===== src/hdl/pic_pkg.sv =====
package pic_pkg;

	typedef logic [31:0] word_t;	// Data or address word
	typedef logic [5:0] irq_num_t;	// Interrupt number
	typedef logic [1:0] order_t;	// Access order

	localparam order_t ORDER_WORD = 2'h2;	// Only legal write order

	// Address map
	localparam word_t GCI_BASE = 32'h0000_0200;	// First GCI address
	localparam word_t GCI_SIZE_REG = 32'h0000_0004;
	localparam word_t GCI_SCRATCH_OFS = 32'h0000_0000;
	localparam word_t GCI_DOORBELL_OFS = 32'h0000_0010;
	localparam word_t GCI_SIZE_BYTES = 32'h0000_1000;	// Size the GCI reports

	localparam word_t DPS_SCRATCH0_OFS = 32'h0000_0000;
	localparam word_t DPS_SCRATCH1_OFS = 32'h0000_0004;
	localparam word_t DPS_TIMER_OFS = 32'h0000_0008;	// Write starts countdown
	localparam word_t DPS_STATUS_OFS = 32'h0000_000C;	// Timer running, read only

	// Interrupt numbers
	localparam irq_num_t GCI_IRQ_OFFSET = 6'd4;
	localparam irq_num_t DPS_TIMER_IRQ = 6'd1;
	localparam irq_num_t GCI_DOORBELL_IRQ = 6'd2;

	typedef struct packed {
		logic rw;	// 1 = read
		order_t order;
		word_t addr;
		word_t data;
	} io_req_t;

	typedef struct packed {
		logic rw;	// 1 = write
		word_t addr;
		word_t data;
	} dev_req_t;

	typedef struct packed {
		logic req;	// Level, held until ack
		irq_num_t num;
	} irq_req_t;

	typedef enum logic {IRQ_IDLE, IRQ_ACK_WAIT} irq_state_t;

	typedef enum logic [1:0] {PROBE_IDLE, PROBE_REQUEST, PROBE_WAIT, PROBE_DONE} probe_state_t;

endpackage


===== src/hdl/pic_request_buffer.sv =====
`timescale 1ns/1ps

module pic_request_buffer import pic_pkg::*; (
	input logic iCLOCK,
	input logic inRESET,
	input logic io_req,	// Already qualified by the controller
	input io_req_t io_cmd,
	input logic accept,	// Both devices free
	output logic cpu_req,
	output io_req_t cpu_cmd
);

	logic fault;	// Alignment fault flag
	logic misaligned;

	// Write of any order but word
	assign misaligned = io_req && !io_cmd.rw && (io_cmd.order != ORDER_WORD);

	always_ff @(posedge iCLOCK or negedge inRESET) begin
		if (!inRESET) begin
			fault <= 1'b0;
			cpu_req <= 1'b0;
		end else if (accept) begin
			if (misaligned) begin
				fault <= 1'b1;	// Dropped before any device
				cpu_req <= 1'b0;
			end else begin
				fault <= 1'b0;
				cpu_req <= io_req;
			end
		end
	end

	// Command payload
	always_ff @(posedge iCLOCK) begin
		if (accept && io_req && !misaligned) begin
			cpu_cmd <= io_cmd;
		end
	end

	// Nothing misaligned leaves the buffer
	a_no_misaligned_write: assert property (
		@(posedge iCLOCK) disable iff (!inRESET)
		cpu_req |-> (cpu_cmd.rw || cpu_cmd.order == ORDER_WORD)
	);

endmodule


===== src/hdl/pic_irq_control.sv =====
`timescale 1ns/1ps

module pic_irq_control import pic_pkg::*; (
	input logic iCLOCK,
	input logic inRESET,
	input irq_req_t gci_irq,
	input irq_req_t dps_irq,
	input logic irq_ack,	// Strobe from CPU
	output logic irq_valid,
	output irq_num_t irq_num,
	output logic gci_irq_ack,
	output logic dps_irq_ack
);

	irq_state_t state;
	logic gci_mask;	// Source recorded on entry to ACK_WAIT
	logic dps_mask;

	// Ack goes only to the source that was granted
	assign gci_irq_ack = gci_mask && irq_ack;
	assign dps_irq_ack = dps_mask && irq_ack;

	assign irq_valid = (state == IRQ_IDLE) && (gci_irq.req || dps_irq.req);
	// GCI first, numbers shifted up
	assign irq_num = gci_irq.req ? gci_irq.num + GCI_IRQ_OFFSET : dps_irq.num;

	always_ff @(posedge iCLOCK or negedge inRESET) begin
		if (!inRESET) begin
			state <= IRQ_IDLE;
			gci_mask <= 1'b0;
			dps_mask <= 1'b0;
		end else begin
			case (state)
				IRQ_IDLE: begin
					gci_mask <= 1'b0;
					dps_mask <= 1'b0;
					if (gci_irq.req) begin
						state <= IRQ_ACK_WAIT;
						gci_mask <= 1'b1;
					end else if (dps_irq.req) begin
						state <= IRQ_ACK_WAIT;
						dps_mask <= 1'b1;
					end
				end
				IRQ_ACK_WAIT: begin
					if (irq_ack) state <= IRQ_IDLE;	// Source drops its level on this edge
				end
				default: state <= IRQ_IDLE;
			endcase
		end
	end

	a_one_ack: assert property (
		@(posedge iCLOCK) disable iff (!inRESET)
		!(gci_irq_ack && dps_irq_ack)
	);

endmodule


===== src/hdl/pic_gci_size_probe.sv =====
`timescale 1ns/1ps

module pic_gci_size_probe import pic_pkg::*; (
	input logic iCLOCK,
	input logic inRESET,
	input logic gci_busy,
	input logic gci_ret,
	input word_t gci_ret_data,
	output logic probe_req,	// Controller swaps in the size read
	output logic probe_done,
	output word_t iosr
);

	probe_state_t state;
	word_t gci_size;

	assign probe_req = (state == PROBE_REQUEST);
	assign probe_done = (state == PROBE_DONE);
	// IO space starts below zero by size plus base
	assign iosr = -(gci_size + GCI_BASE);

	always_ff @(posedge iCLOCK or negedge inRESET) begin
		if (!inRESET) begin
			state <= PROBE_IDLE;
			gci_size <= '0;
		end else begin
			case (state)
				PROBE_IDLE: begin
					if (!gci_busy) state <= PROBE_REQUEST;
				end
				PROBE_REQUEST: begin
					if (!gci_busy) state <= PROBE_WAIT;	// GCI takes the read here
				end
				PROBE_WAIT: begin
					if (gci_ret) begin
						state <= PROBE_DONE;
						gci_size <= gci_ret_data;
					end
				end
				PROBE_DONE: begin
					// Stays until reset
				end
				default: state <= PROBE_IDLE;
			endcase
		end
	end

endmodule


===== src/hdl/peripheral_interface_controller.sv =====
`timescale 1ns/1ps

module peripheral_interface_controller import pic_pkg::*; (
	input logic iCLOCK,
	input logic inRESET,
	// CPU side
	input logic io_req,
	input io_req_t io_cmd,
	output logic io_busy,
	output logic io_valid,
	output word_t io_data,
	input logic io_ret_busy,
	output logic io_irq_valid,
	output irq_num_t io_irq_num,
	input logic io_irq_ack,
	output logic sysinfo_iosr_valid,
	output word_t sysinfo_iosr,
	// DPS
	output logic dps_req,
	output dev_req_t dps_cmd,
	input logic dps_busy,
	input logic dps_ret,
	input word_t dps_ret_data,
	output logic dps_ret_busy,
	input irq_req_t dps_irq,
	output logic dps_irq_ack,
	// GCI
	output logic gci_req,
	output dev_req_t gci_cmd,
	input logic gci_busy,
	input logic gci_ret,
	input word_t gci_ret_data,
	output logic gci_ret_busy,
	input irq_req_t gci_irq,
	output logic gci_irq_ack
);

	logic accept;	// Both devices can take a request
	logic cpu_req;
	io_req_t cpu_cmd;
	logic sel_gci;
	logic probe_req;
	logic probe_done;

	assign accept = !dps_busy && !gci_busy;
	assign io_busy = !accept || !probe_done;
	assign sel_gci = (cpu_cmd.addr >= GCI_BASE);

	pic_request_buffer u_req_buf (
		.iCLOCK(iCLOCK), .inRESET(inRESET),
		.io_req(io_req && probe_done),	// Nothing before IOSR is known
		.io_cmd(io_cmd), .accept(accept),
		.cpu_req(cpu_req), .cpu_cmd(cpu_cmd)
	);

	pic_irq_control u_irq_ctrl (
		.iCLOCK(iCLOCK), .inRESET(inRESET),
		.gci_irq(gci_irq), .dps_irq(dps_irq), .irq_ack(io_irq_ack),
		.irq_valid(io_irq_valid), .irq_num(io_irq_num),
		.gci_irq_ack(gci_irq_ack), .dps_irq_ack(dps_irq_ack)
	);

	pic_gci_size_probe u_probe (
		.iCLOCK(iCLOCK), .inRESET(inRESET),
		.gci_busy(gci_busy), .gci_ret(gci_ret), .gci_ret_data(gci_ret_data),
		.probe_req(probe_req), .probe_done(probe_done), .iosr(sysinfo_iosr)
	);

	assign sysinfo_iosr_valid = probe_done;

	// Requests held off while the other device stalls
	assign dps_req = cpu_req && !sel_gci && accept;
	assign gci_req = probe_req || (cpu_req && sel_gci && accept);

	always_comb begin
		dps_cmd.rw = !cpu_cmd.rw;	// CPU 1 = read, device 1 = write
		dps_cmd.addr = cpu_cmd.addr;
		dps_cmd.data = cpu_cmd.data;
		if (probe_req) begin
			gci_cmd.rw = 1'b0;	// Size read
			gci_cmd.addr = GCI_SIZE_REG;
			gci_cmd.data = '0;
		end else begin
			gci_cmd.rw = !cpu_cmd.rw;
			gci_cmd.addr = cpu_cmd.addr - GCI_BASE;	// Device local offset
			gci_cmd.data = cpu_cmd.data;
		end
	end

	// Returns to CPU, probe return kept internal
	assign io_valid = probe_done && (gci_ret || dps_ret);
	assign io_data = gci_ret ? gci_ret_data : dps_ret_data;
	assign dps_ret_busy = io_ret_busy;
	assign gci_ret_busy = probe_done && io_ret_busy;

endmodule


===== src/hdl/dps_register_block.sv =====
`timescale 1ns/1ps

module dps_register_block import pic_pkg::*; (
	input logic iCLOCK,
	input logic inRESET,
	input logic req,
	input dev_req_t cmd,
	output logic busy,
	output logic ret,
	output word_t ret_data,
	input logic ret_busy,
	output irq_req_t irq,
	input logic irq_ack
);

	word_t scratch0;
	word_t scratch1;
	word_t count;	// Timer count
	logic running;
	logic irq_pend;
	logic take;
	word_t rd_word;

	assign busy = ret && ret_busy;	// Stalled return blocks new work
	assign take = req && !busy;

	assign irq.req = irq_pend;
	assign irq.num = DPS_TIMER_IRQ;

	// Read mux
	always_comb begin
		case (cmd.addr)
			DPS_SCRATCH0_OFS: rd_word = scratch0;
			DPS_SCRATCH1_OFS: rd_word = scratch1;
			DPS_TIMER_OFS: rd_word = count;
			DPS_STATUS_OFS: rd_word = {31'b0, running};
			default: rd_word = '0;
		endcase
	end

	always_ff @(posedge iCLOCK or negedge inRESET) begin
		if (!inRESET) ret <= 1'b0;
		else if (take) ret <= !cmd.rw;	// Reads only
		else if (!ret_busy) ret <= 1'b0;
	end

	// Data registers
	always_ff @(posedge iCLOCK) begin
		if (take && !cmd.rw) ret_data <= rd_word;
		if (take && cmd.rw && cmd.addr == DPS_SCRATCH0_OFS) scratch0 <= cmd.data;
		if (take && cmd.rw && cmd.addr == DPS_SCRATCH1_OFS) scratch1 <= cmd.data;
	end

	// Countdown timer
	always_ff @(posedge iCLOCK or negedge inRESET) begin
		if (!inRESET) begin
			count <= '0;
			running <= 1'b0;
			irq_pend <= 1'b0;
		end else begin
			if (irq_ack) irq_pend <= 1'b0;
			if (take && cmd.rw && cmd.addr == DPS_TIMER_OFS) begin
				count <= cmd.data;	// Restart
				running <= 1'b1;
			end else if (running) begin
				if (count == '0) begin
					running <= 1'b0;
					irq_pend <= 1'b1;	// Expired
				end else begin
					count <= count - 1'b1;
				end
			end
		end
	end

endmodule


===== src/hdl/gci_register_block.sv =====
`timescale 1ns/1ps

module gci_register_block import pic_pkg::*; (
	input logic iCLOCK,
	input logic inRESET,
	input logic req,
	input dev_req_t cmd,
	output logic busy,
	output logic ret,
	output word_t ret_data,
	input logic ret_busy,
	output irq_req_t irq,
	input logic irq_ack
);

	word_t scratch;
	logic doorbell;	// Pending doorbell interrupt
	logic take;
	word_t rd_word;

	assign busy = ret && ret_busy;
	assign take = req && !busy;

	assign irq.req = doorbell;
	assign irq.num = GCI_DOORBELL_IRQ;

	always_comb begin
		case (cmd.addr)
			GCI_SCRATCH_OFS: rd_word = scratch;
			GCI_SIZE_REG: rd_word = GCI_SIZE_BYTES;	// Fixed size
			GCI_DOORBELL_OFS: rd_word = {31'b0, doorbell};
			default: rd_word = '0;
		endcase
	end

	always_ff @(posedge iCLOCK or negedge inRESET) begin
		if (!inRESET) begin
			ret <= 1'b0;
			doorbell <= 1'b0;
		end else begin
			if (take) ret <= !cmd.rw;
			else if (!ret_busy) ret <= 1'b0;
			if (irq_ack) doorbell <= 1'b0;
			// Ring wins over a same-cycle ack
			if (take && cmd.rw && cmd.addr == GCI_DOORBELL_OFS) doorbell <= 1'b1;
		end
	end

	always_ff @(posedge iCLOCK) begin
		if (take && !cmd.rw) ret_data <= rd_word;
		if (take && cmd.rw && cmd.addr == GCI_SCRATCH_OFS) scratch <= cmd.data;
	end

	// Held return keeps its data
	a_ret_stable: assert property (
		@(posedge iCLOCK) disable iff (!inRESET)
		ret && ret_busy |=> ret && $stable(ret_data)
	);

endmodule


===== src/hdl/io_subsystem_top.sv =====
`timescale 1ns/1ps

module io_subsystem_top import pic_pkg::*; (
	input logic iCLOCK,
	input logic inRESET,
	input logic io_req,
	input io_req_t io_cmd,
	output logic io_busy,
	output logic io_valid,
	output word_t io_data,
	input logic io_ret_busy,
	output logic io_irq_valid,
	output irq_num_t io_irq_num,
	input logic io_irq_ack,
	output logic sysinfo_iosr_valid,
	output word_t sysinfo_iosr
);

	logic dps_req, dps_busy, dps_ret, dps_ret_busy, dps_irq_ack;
	logic gci_req, gci_busy, gci_ret, gci_ret_busy, gci_irq_ack;
	dev_req_t dps_cmd, gci_cmd;
	word_t dps_ret_data, gci_ret_data;
	irq_req_t dps_irq, gci_irq;

	peripheral_interface_controller u_pic (
		.iCLOCK(iCLOCK), .inRESET(inRESET),
		.io_req(io_req), .io_cmd(io_cmd), .io_busy(io_busy),
		.io_valid(io_valid), .io_data(io_data), .io_ret_busy(io_ret_busy),
		.io_irq_valid(io_irq_valid), .io_irq_num(io_irq_num), .io_irq_ack(io_irq_ack),
		.sysinfo_iosr_valid(sysinfo_iosr_valid), .sysinfo_iosr(sysinfo_iosr),
		.dps_req(dps_req), .dps_cmd(dps_cmd), .dps_busy(dps_busy),
		.dps_ret(dps_ret), .dps_ret_data(dps_ret_data), .dps_ret_busy(dps_ret_busy),
		.dps_irq(dps_irq), .dps_irq_ack(dps_irq_ack),
		.gci_req(gci_req), .gci_cmd(gci_cmd), .gci_busy(gci_busy),
		.gci_ret(gci_ret), .gci_ret_data(gci_ret_data), .gci_ret_busy(gci_ret_busy),
		.gci_irq(gci_irq), .gci_irq_ack(gci_irq_ack)
	);

	dps_register_block u_dps (
		.iCLOCK(iCLOCK), .inRESET(inRESET),
		.req(dps_req), .cmd(dps_cmd), .busy(dps_busy),
		.ret(dps_ret), .ret_data(dps_ret_data), .ret_busy(dps_ret_busy),
		.irq(dps_irq), .irq_ack(dps_irq_ack)
	);

	gci_register_block u_gci (
		.iCLOCK(iCLOCK), .inRESET(inRESET),
		.req(gci_req), .cmd(gci_cmd), .busy(gci_busy),
		.ret(gci_ret), .ret_data(gci_ret_data), .ret_busy(gci_ret_busy),
		.irq(gci_irq), .irq_ack(gci_irq_ack)
	);

endmodule


===== config.mk =====
export PLATFORM = sky130hd
export DESIGN_NAME = io_subsystem_top
export DESIGN_NICKNAME = d
export VERILOG_FILES = /design/src/hdl/pic_pkg.sv /design/src/hdl/pic_request_buffer.sv /design/src/hdl/pic_irq_control.sv /design/src/hdl/pic_gci_size_probe.sv /design/src/hdl/peripheral_interface_controller.sv /design/src/hdl/dps_register_block.sv /design/src/hdl/gci_register_block.sv /design/src/hdl/io_subsystem_top.sv
export SDC_FILE = /design/constraint.sdc
export NUM_CORES = 1
export LEC_CHECK = 0
export ABC_AREA = 1
export BUFFER_PORTS_ARGS = -buffer_cell sky130_fd_sc_hd__buf_2
export CORE_UTILIZATION = 54
export DETAILED_ROUTE_END_ITERATION = 16
export GPL_TIMING_DRIVEN = 0
export HOLD_SLACK_MARGIN = 0.02
export PLACE_DENSITY = 0.81
export SYNTH_ARGS = -nofsm -noshare
export SYNTH_HDL_FRONTEND = slang
export SYNTH_HIERARCHICAL = 1
export SYNTH_SLANG_ARGS = --single-unit

===== constraint.sdc =====
create_clock -name iCLOCK -period 4.6 [get_ports iCLOCK]
set_input_delay 0.46 -clock iCLOCK [delete_from_list [all_inputs] [get_ports iCLOCK]]
set_output_delay 0.46 -clock iCLOCK [all_outputs]
set_load 0.05 [all_outputs]

==> summary.txt, run 1 <==
Min path
  – Worst min-delay path class: input port to flop

Cells and area
  – Inserted Diodes: 0
  – Commonest non-fill, non-tap cell in the layout: nand2_1
  – Multi-input logic area: 0.00577 sq mm
  – Final nets: 2022
  – Layout cell share with drive strength beyond 1: 0.182
  – Most frequent cells in the layout: nand2_1, nor2_1, edfxtp_1
  – Register area: 0.00863 sq mm
  – Synth-to-layout area growth: 16.2%
  – Fillers: 2253

Floorplan
  – Die Area: 0.0294 sq mm
  – Top Ports: 146
  – Core area: 0.0280 sq mm
  – Site Rows: 61
  – Die H: 171 microns
  – Starting density of the core: 0.553
  – Die W: 171 microns

Worst setup path
  – Slowest cell on crit path: nor3_4
  – Worst endpoint required time: 4810 ps
  – Crit Path Category: flop to flop
  – Critical Path Sink Type: flop
  – Worst path arrival time: 3840 ps
  – Crit-path max cell delay: 630 ps
  – CP most frequent cell: nor2_1
  – Worst Path Max Fanout: 19
  – Critical Path Source Type: flop
  – Crit-path cells: inv_1, ha_1, clkbuf_1, buf_2, buf_2, nor2_1, nor2_1, nand2_1, nor2_1, nand2_2, buf_6, nor3_4, buf_16

STA
  – Final min period: 3630 ps
  – RSZ-0062 raised after global routing: false
  – Clock Skew: 13.3 ps
  – Max Fclk: 275 MHz
  – Post-route clock period utilization: 0.789
  – Max-slew violations: 0
  – Worst slew margin: 0.345
  – Worst slew pin tran: 981 ps
  – Final TNS setup: 0 ps
  – Fin. Hold Viols: 0
  – Post-route setup slack: 970 ps
  – Setup violators final: 0

Place
  – Worst slack, placed: 1020 ps
  – PortBufs: 142
  – Post-DP HPWL: 29.5 mm
  – RePlAce Congestion: 0.980

Power
  – Cell Pwr Density: 339 mW/mm^2
  – Worst vdd ir: 263 uV
  – Pleak: 8.08 nW

Logic synthesis
  – Post-synth design cell area: 0.0155 sq mm
  – Ys Warns: 6
  – Post-synthesis instance total: 1749
  – Syn avg cell area: 8.86 sq um

Global routing
  – Largest net degree at the start of global routing: 64
  – First-pass GRT wire length: 61.3 mm
  – Initial antenna violation count: 0
  – Vias in the first global route: 11600
  – Gr ovfl total: 0
  – Gr usage total: 0.273

Drt
  – Final wirelength: 39.3 mm
  – Number of DRC markers in iteration 0: 1140
  – Detailed-route via count: 12400
  – Drt wl/cell: 16.8 microns
  – Routed Antenna Nets: 0
  – DR DRC count: 0
  – Drt pass-1 iters: 6
  – Via density: 5.27

Clock tree
  – CTS H-Tree Depth: 2
  – Worst skew pair latency: 510 ps
  – Clock Tree Root: clkbuf_16
  – CTS Buffer Depth: 3
  – CTS tree: built
  – Total CTS buffers: 34
  – CTS sink cnt: 300
  – CTS clock-pin slew for the worst setup and hold paths: 60 ps

Outcome
  – Status: finished clean

Job
  – Max cap viols: 0
-- per-stage QoR --
step / power (W) / hold WS, ps / std cells / util / instance area (sq um)
2_1_floorplan: 0.00327 / 164 / 1757 / - / 15500
3_3_place_gp: 0.00338 / 465 / 2277 / 0.597 / 16700
5_1_grt: 0.00628 / 101 / 2345 / 0.643 / 18000
3_5_place_dp: 0.00340 / 334 / 2282 / 0.602 / 16900
4_1_cts: 0.00613 / 106 / 2345 / 0.643 / 18000
6_report: 0.00610 / 117 / 2345 / 0.643 / 18000
-- worst max-delay path, delay by kind of cell (launching register included) --
family	cells	cell delay (ps)
flops	1	400
fa+ha+maj	1	220
buf+inv	6	1470
simple gates	6	1220
-- what timing repair did --
action                                 4_1_cts  5_1_grt
resized for setup                            0        0
setup buffers                                0        0
hold buffers                                 1        0
endpoints found under the hold margin       12        0
-- state kept, by name, summed over array words and instances, names as in the netlist --
| name | cells |
|---|---|
| u_pic/u_req_buf/cpu_cmd | 65 |
| u_dps/count | 32 |
| u_dps/ret_data | 32 |
| u_dps/scratch0 | 32 |
| u_dps/scratch1 | 32 |
| u_gci/ret_data | 32 |
| u_gci/scratch | 32 |
| u_pic/u_probe/gci_size | 32 |
| u_pic/u_probe/state | 2 |
| u_dps/irq_pend | 1 |
| u_dps/ret | 1 |
| u_dps/running | 1 |
| u_gci/doorbell | 1 |
| u_gci/ret | 1 |
| u_pic/u_irq_ctrl/dps_mask | 1 |
| u_pic/u_irq_ctrl/gci_mask | 1 |
| u_pic/u_irq_ctrl/state | 1 |
| u_pic/u_req_buf/cpu_req | 1 |
-- power breakdown --
part	switching [W]	leakage [nW]	internal (W)
Combinational	0.000236	4.41	0.0000931
Sequential	0.0000530	3.11	0.00297
Clock	0.00106	0.554	0.00169
Total	0.00135	8.08	0.00475
-- layout make-up --
type	count	share of cell area
Sequential cell	300	0.479
Timing Repair Buffer	148	0.0460
Tap cell	378	0.0263
Inverter	199	0.0416
Multi-Input combinational cell	1194	0.321
Buffer	64	0.0227
Clock inverter	12	0.00757
Clock buffer	50	0.0558
-- final timing paths --
path / startpoint / cells after the start / end / slack, ps
setup / recovery: u_pic/u_probe/state[1] / 13 / u_gci/scratch[28] / 970
hold / removal: io_cmd[45] / 1 / u_pic/u_req_buf/cpu_cmd[45] / 120
setup reg to reg: u_pic/u_probe/state[1] / 13 / u_gci/scratch[28] / 970
hold reg to reg: u_pic/u_irq_ctrl/gci_mask / 2 / u_pic/u_irq_ctrl/gci_mask / 490
max in group asynchronous: inRESET / 3 / u_pic/u_irq_ctrl/gci_mask / 3650
min in group asynchronous: inRESET / 2 / u_dps/count[31] / 340
-- metal layers --
layer | GRT usage | routed length, microns | part of all wire | up-vias
met2 | 0.461 | 18600 | 0.47 | 528
li1 | - | - | - | 5992
met1 | 0.360 | 16600 | 0.42 | 5753
met4 | 0.0986 | 1290 | 0.033 | 0
met3 | 0.0391 | 2820 | 0.072 | 87
met5 | 0 | 0 | 0 | -
(Power assumes the default switching activity.)
==> run 2: changes to the inputs <==
--- a/config.mk
+++ b/config.mk
@@ -5,13 +5,13 @@
 export SDC_FILE = /design/constraint.sdc
 export NUM_CORES = 1
 export LEC_CHECK = 0
-export ABC_AREA = 1
+export ABC_AREA = 0
 export BUFFER_PORTS_ARGS = -buffer_cell sky130_fd_sc_hd__buf_2
-export CORE_UTILIZATION = 54
+export CORE_UTILIZATION = 59
 export DETAILED_ROUTE_END_ITERATION = 16
 export GPL_TIMING_DRIVEN = 0
 export HOLD_SLACK_MARGIN = 0.02
-export PLACE_DENSITY = 0.81
+export PLACE_DENSITY = 0.84
 export SYNTH_ARGS = -nofsm -noshare
 export SYNTH_HDL_FRONTEND = slang
 export SYNTH_HIERARCHICAL = 1
==> constraint.sdc (replaced) <==
create_clock -name iCLOCK -period 3.8 [get_ports iCLOCK]
set_input_delay 0.38 -clock iCLOCK [delete_from_list [all_inputs] [get_ports iCLOCK]]
set_output_delay 0.38 -clock iCLOCK [all_outputs]
set_load 0.05 [all_outputs]
==> run 2 against run 1 <==
Die area is 20% lower. Critical endpoint unchanged. Largest cell class unchanged. Critical path type unchanged. Clock skew increased by 8.1 ps. Via count is 23% lower. Highest routed layer unchanged.
==> summary.txt, run 2 <==
Outcome
  – Status: finished clean

STA
  – Clock Skew: 21.4 ps
  – Fin. Hold Viols: 0
  – Post-route clock period utilization: 0.999
  – Worst slew pin tran: 998 ps
  – Worst slew margin: 0.329
  – Final min period: 3800 ps
  – Max-slew violations: 0
  – Setup violators final: 0
  – Post-route setup slack: 2.56 ps
  – Max Fclk: 263 MHz

Logic synthesis
  – Syn avg cell area: 13.3 sq um
  – Ys Warns: 6
  – Post-synthesis instance total: 1016
  – Post-synth design cell area: 0.0136 sq mm

Cells and area
  – Most frequent cells in the layout: edfxtp_1, buf_2, nor2_1
  – Layout cell share with drive strength beyond 1: 0.265
  – Final nets: 1350
  – Commonest non-fill, non-tap cell in the layout: edfxtp_1
  – Register area: 0.00863 sq mm
  – Fillers: 1401
  – Post-route core utilization: 0.726
  – Inserted Diodes: 0
  – Synth-to-layout area growth: 20.9%
  – Most flop-heavy register: u_pic/u_req_buf/cpu_cmd
  – Largest register FFs: 65
  – Multi-input logic area: 0.00457 sq mm

Min path
  – Worst Hold Path EP: u_pic/u_req_buf/cpu_cmd[43]
  – Worst min-delay path class: input port to flop
  – Hold path cells: 1
  – Hold_sp: io_cmd[43]

Worst setup path
  – Crit path launch: u_pic/u_req_buf/cpu_cmd[53]
  – Crit Path Category: flop to flop
  – Critical Path Source Type: flop
  – Crit-path max cell delay: 500 ps
  – Critical path's top delay family: simple AND/OR/NAND/NOR gates
  – Reg2reg start: u_pic/u_req_buf/cpu_cmd[53]
  – Worst path arrival time: 4030 ps
  – Critical Path Sink Type: flop
  – Worst endpoint required time: 4040 ps
  – Depth of the most critical reg-to-reg path: 10
  – WP buf/inv: 2
  – RR Endpoint: u_gci/scratch[28]
  – Slowest cell on crit path: edfxtp_1
  – R2R Setup Slk: 3 ps
  – Worst Path Max Fanout: 9
  – Crit-path cells: or4_4, or4_1, buf_4, nor4_4, mux2_2, nor4_2, nand4_1, nor4_4, buf_4, and4_4

Clock tree
  – CTS tree: built
  – CTS Buffer Depth: 3
  – CTS H-Tree Depth: 1
  – CTS sink cnt: 300
  – Worst skew pair latency: 560 ps
  – Clock Tree Root: clkbuf_16
  – CTS clock-pin slew for the worst setup and hold paths: 70 ps
  – Total CTS buffers: 28

Drt
  – Final wirelength: 33.1 mm
  – Drt wl/cell: 21.0 microns
  – DR DRC count: 0
  – Detailed-route via count: 9523
  – Number of DRC markers in iteration 0: 1245
  – Via density: 6.05
  – Drt pass-1 iters: 8
  – Routed Antenna Nets: 0

Power
  – Cell Pwr Density: 430 mW/mm^2
  – Worst vdd ir: 366 uV
  – P_int: 0.00542 W
  – Clock Power Share: 0.389
  – Pleak: 6.36 nW
  – Sw Share: 0.232
  – Share of power burned in registers: 0.527
  – Combinational fraction of design power: 0.084
  – NetSw: 0.00164 W

Floorplan
  – Site Rows: 55
  – Die H: 154 microns
  – Starting density of the core: 0.600
  – Die W: 154 microns
  – Core area: 0.0226 sq mm
  – Top Ports: 146
  – Die Area: 0.0236 sq mm

Global routing
  – First-pass GRT wire length: 50.0 mm
  – Initial antenna violation count: 0
  – Gr ovfl total: 0
  – Largest net degree at the start of global routing: 66
  – Vias in the first global route: 9222
  – Gr usage total: 0.276

Job
  – Max cap viols: 0

Place
  – Post-DP HPWL: 21.6 mm
  – RePlAce Congestion: 0.930
  – PortBufs: 144
  – Worst slack, placed: -573 ps
## run 2: power groups by stage
stage	sequential (W)	clock, W	combinational (W)
final	0.00372	0.00274	0.000595
after detailed placement	0.00378	0	0.000523
after global routing	0.00373	0.00288	0.000633
after floorplan	0.00374	0	0.000382
after CTS	0.00371	0.00276	0.000579
after global placement	0.00377	0	0.000508
## run 2: worst max path at each step
stage / end / slack, ps / depth (start not counted)
floorplan: u_gci/scratch[0] / 20 / 9
global placement: u_gci/ret_data[16] / -390 / 6
detailed placement: u_gci/scratch[18] / -570 / 8
CTS: u_gci/scratch[28] / -5 / 10
global route: u_gci/scratch[28] / -30 / 10
finish: u_gci/scratch[28] / 3 / 10
## run 2: metrics by stage
stage	hold WS [ps]	total power, W	area, sq um	instances	TNS, ps
2_1_floorplan	84.4	0.00412	13600	1024	0
3_3_place_gp	459	0.00428	14700	1453	-54560
3_5_place_dp	368	0.00430	14700	1454	-47540
4_1_cts	20.8	0.00705	16300	1569	-14.7
5_1_grt	21.1	0.00724	16400	1575	-311
6_report	22.7	0.00705	16400	1575	0
## run 2: worst reg2reg max path, cell delays in order, from the launching register on
cell      delay [ps]
edfxtp_1         500
or4_4            490
or4_1            430
buf_4            190
nor4_4           240
mux2_2           400
nor4_2           290
nand4_1          210
nor4_4           220
buf_4            190
and4_4           330
## run 2: final cells by class
class / instances / share of cell area
Tap cell: 285 / 0.0218
Clock buffer: 38 / 0.0475
Buffer: 56 / 0.0205
Inverter: 50 / 0.0115
Sequential cell: 300 / 0.527
Timing Repair Buffer: 212 / 0.0854
Multi-Input combinational cell: 621 / 0.279
Clock inverter: 13 / 0.00764
## run 2: timing repair
action,4_1_cts,5_1_grt
setup buffers,6,3
gates resized for setup,9,12
pin swaps,2,2
gates cloned,3,0
hold buffers,55,3
endpoints found under the setup margin,126,98
endpoints found under the hold margin,88,3
## run 2: routing by layer
layer	up-vias	global-route usage	part of all wire
met4	0	0.0795	0.031
li1	4255	-	-
met2	649	0.472	0.49
met5	-	0	0
met3	80	0.0400	0.098
met1	4539	0.370	0.38
==> run 3: changes to the inputs <==
--- a/config.mk
+++ b/config.mk
@@ -7,11 +7,12 @@
 export LEC_CHECK = 0
 export ABC_AREA = 0
 export BUFFER_PORTS_ARGS = -buffer_cell sky130_fd_sc_hd__buf_2
-export CORE_UTILIZATION = 59
+export CORE_UTILIZATION = 55
+export CTS_BUF_LIST = sky130_fd_sc_hd__clkbuf_4 sky130_fd_sc_hd__clkbuf_8
 export DETAILED_ROUTE_END_ITERATION = 16
 export GPL_TIMING_DRIVEN = 0
 export HOLD_SLACK_MARGIN = 0.02
-export PLACE_DENSITY = 0.84
+export PLACE_DENSITY = 0.82
 export SYNTH_ARGS = -nofsm -noshare
 export SYNTH_HDL_FRONTEND = slang
 export SYNTH_HIERARCHICAL = 1
==> constraint.sdc (replaced) <==
create_clock -name iCLOCK -period 3.3 [get_ports iCLOCK]
set_input_delay 0.33 -clock iCLOCK [delete_from_list [all_inputs] [get_ports iCLOCK]]
set_output_delay 0.33 -clock iCLOCK [all_outputs]
set_load 0.05 [all_outputs]
==> run 3 against run 2 <==
The run now ends with negative setup slack left. Clock power is 11% higher. Largest cell class unchanged. Non-clock buffer count is 22 higher. Routed wire length is 0.93% lower. Combinational power is 18% higher. Global-route usage is 2.5 points lower. Flip-flop and latch count stayed put. Via count is 0.44% higher. Die area is 7.2% higher. Count of clock-buffer cells in the layout is 27 higher.
==> summary.txt, run 3 (synthesis results as in run 2) <==
Outcome
  – Status: finished with violations
  – Failing checks: negative setup slack

Floorplan
  – Die H: 159 microns
  – Die Area: 0.0253 sq mm
  – Core area: 0.0242 sq mm
  – Top Ports: 146
  – Die W: 159 microns
  – Site Rows: 57
  – Starting density of the core: 0.559

STA
  – Worst slew pin tran: 908 ps
  – RSZ-0062 raised after global routing: true
  – Setup violators final: 85
  – Fin. Hold Viols: 0
  – Final TNS setup: -12480 ps
  – Max-slew violations: 0
  – Post-route setup slack: -245 ps
  – WHS: 193 ps
  – Post-route clock period utilization: 1.07
  – Clock Skew: 27.2 ps
  – Max Fclk: 282 MHz
  – Worst slew margin: 0.389
  – Final min period: 3550 ps

Worst setup path
  – RR Endpoint: u_gci/scratch[11]
  – Crit-path cells: inv_1, ha_1, nor3b_4, nand3_1, buf_2, o41ai_2, a21oi_2, nor4_2, nand4_1, nor4_4, buf_4, and4_4
  – Slowest cell on crit path: edfxtp_1
  – Worst Path Max Fanout: 10
  – Reg2reg start: u_pic/u_req_buf/cpu_cmd[41]
  – Depth of the most critical reg-to-reg path: 12
  – Worst endpoint required time: 3530 ps
  – Worst path arrival time: 3780 ps
  – Crit Path Category: flop to flop
  – Critical Path Source Type: flop
  – R2R Setup Slk: -250 ps
  – Crit-path max cell delay: 450 ps
  – Critical Path Sink Type: flop

Drt
  – Via density: 5.73
  – Number of DRC markers in iteration 0: 1189
  – Final wirelength: 32.7 mm
  – Drt pass-1 iters: 7
  – DR DRC count: 0
  – Drt wl/cell: 19.6 microns
  – Detailed-route via count: 9565
  – Routed Antenna Nets: 0

Global routing
  – Vias in the first global route: 9122
  – Gr usage total: 0.251
  – Largest net degree at the start of global routing: 66
  – Grt met3 use: 0.0352
  – Initial antenna violation count: 0
  – Met1 usage: 0.347
  – Gr ovfl total: 0
  – First-pass GRT wire length: 49.4 mm
  – GRT busiest layer: met2
  – M2 GR Usage: 0.403

Power
  – Pleak: 6.60 nW
  – Cell Pwr Density: 477 mW/mm^2
  – Worst vdd ir: 244 uV

Cells and area
  – Final Non-Filler Cells: 1669
  – Synth-to-layout area growth: 24.3%
  – Most frequent cells in the layout: edfxtp_1, buf_2, dfrtp_1
  – Inserted Diodes: 0
  – Layout cell share with drive strength beyond 1: 0.327
  – Fin area: 0.0168 sq mm
  – Final nets: 1392
  – Largest register FFs: 65
  – Commonest non-fill, non-tap cell in the layout: edfxtp_1
  – Most flop-heavy register: u_pic/u_req_buf/cpu_cmd

Place
  – Post-Place Cell Area: 0.0148 sq mm
  – RePlAce Congestion: 0.911
  – PortBufs: 144
  – Placed insts: 1493
  – Worst slack, placed: -885 ps
  – Post-DP HPWL: 21.1 mm

Min path
  – Hold path cells: 3
  – Worst Hold Path EP: u_pic/u_req_buf/cpu_req
  – Worst min-delay path class: input port to flop
  – Hold_sp: io_cmd[64]

Clock tree
  – CTS Buffer Depth: 3
  – CTS clock-pin slew for the worst setup and hold paths: 60 ps
  – CTS tree: built
  – CTS H-Tree Depth: 2
  – Clock Tree Root: clkbuf_8
  – CTS sink cnt: 300
  – Worst skew pair latency: 560 ps
  – Total CTS buffers: 45

Job
  – Max cap viols: 0
==> run 3: changes by cell type in the layout (fill, tap and decap cells not counted), sizes merged <==
cell	change
clkbuf	+23
dlygate4sd3	+9
clkinv	+3
buf	+17
and2	+2
nor2	+1
==> run 3: per-layer routing <==
metal  share of wire  wire length (microns)
met2            0.48                  15600
met5               0                      0
met1            0.40                  13200
met3           0.088                   2900
met4           0.032                   1060
==> run 3: critical path, delay by kind of cell (launching register included) <==
family	cells	cell delay, ps
adders and majority gates	1	200
and+or+nand+nor	6	1530
AOI/OAI and AO/OA	2	500
DFF	1	450
buffers and inverters	3	530
==> run 3: how the worst max path moves through the flow <==
stage	startpoint	end	depth (start not counted)
3_5_place_dp	u_pic/u_req_buf/cpu_cmd[45]	u_gci/scratch[18]	8
6_report	u_pic/u_req_buf/cpu_cmd[41]	u_gci/scratch[11]	12
3_3_place_gp	u_pic/u_req_buf/cpu_cmd[45]	u_gci/scratch[17]	8
4_1_cts	u_pic/u_req_buf/cpu_cmd[52]	u_gci/scratch[0]	9
5_1_grt	u_pic/u_req_buf/cpu_cmd[41]	u_gci/scratch[29]	12
2_1_floorplan	u_pic/u_req_buf/cpu_cmd[52]	u_gci/scratch[0]	9
==> run 3: cell type report <==
type                            instances  area (sq um)
Buffer                                 55           347
Clock inverter                         16           124
Inverter                               50           188
Fill cell                            1606          7400
Multi-Input combinational cell        624          4740
Timing Repair Buffer                  235          1620
Sequential cell                       300          8630
Tap cell                              324           405
Clock buffer                           65           788
==> run 3: report_power, final <==
group / switching, W / total (W) / internal (W)
Sequential: 0.000106 / 0.00428 / 0.00417
Combinational: 0.000429 / 0.000701 / 0.000272
Clock: 0.00136 / 0.00305 / 0.00169
Total: 0.00189 / 0.00803 / 0.00614
==> run 3: through the flow <==
stage                      util  power (W)
after floorplan               -    0.00474
after global placement    0.608    0.00493
after detailed placement  0.609    0.00495
after CTS                 0.686    0.00803
after global routing      0.695    0.00829
final                     0.695    0.00803
==> run 3: what timing repair did <==
item                                    CTS  global route
endpoints found under the hold margin   102             0
hold buffers                             67             0
endpoints found under the setup margin  195           204
resized for setup                        46            42
cloned                                    9             1
pin swaps                                30            18
buffers inserted                          8            11
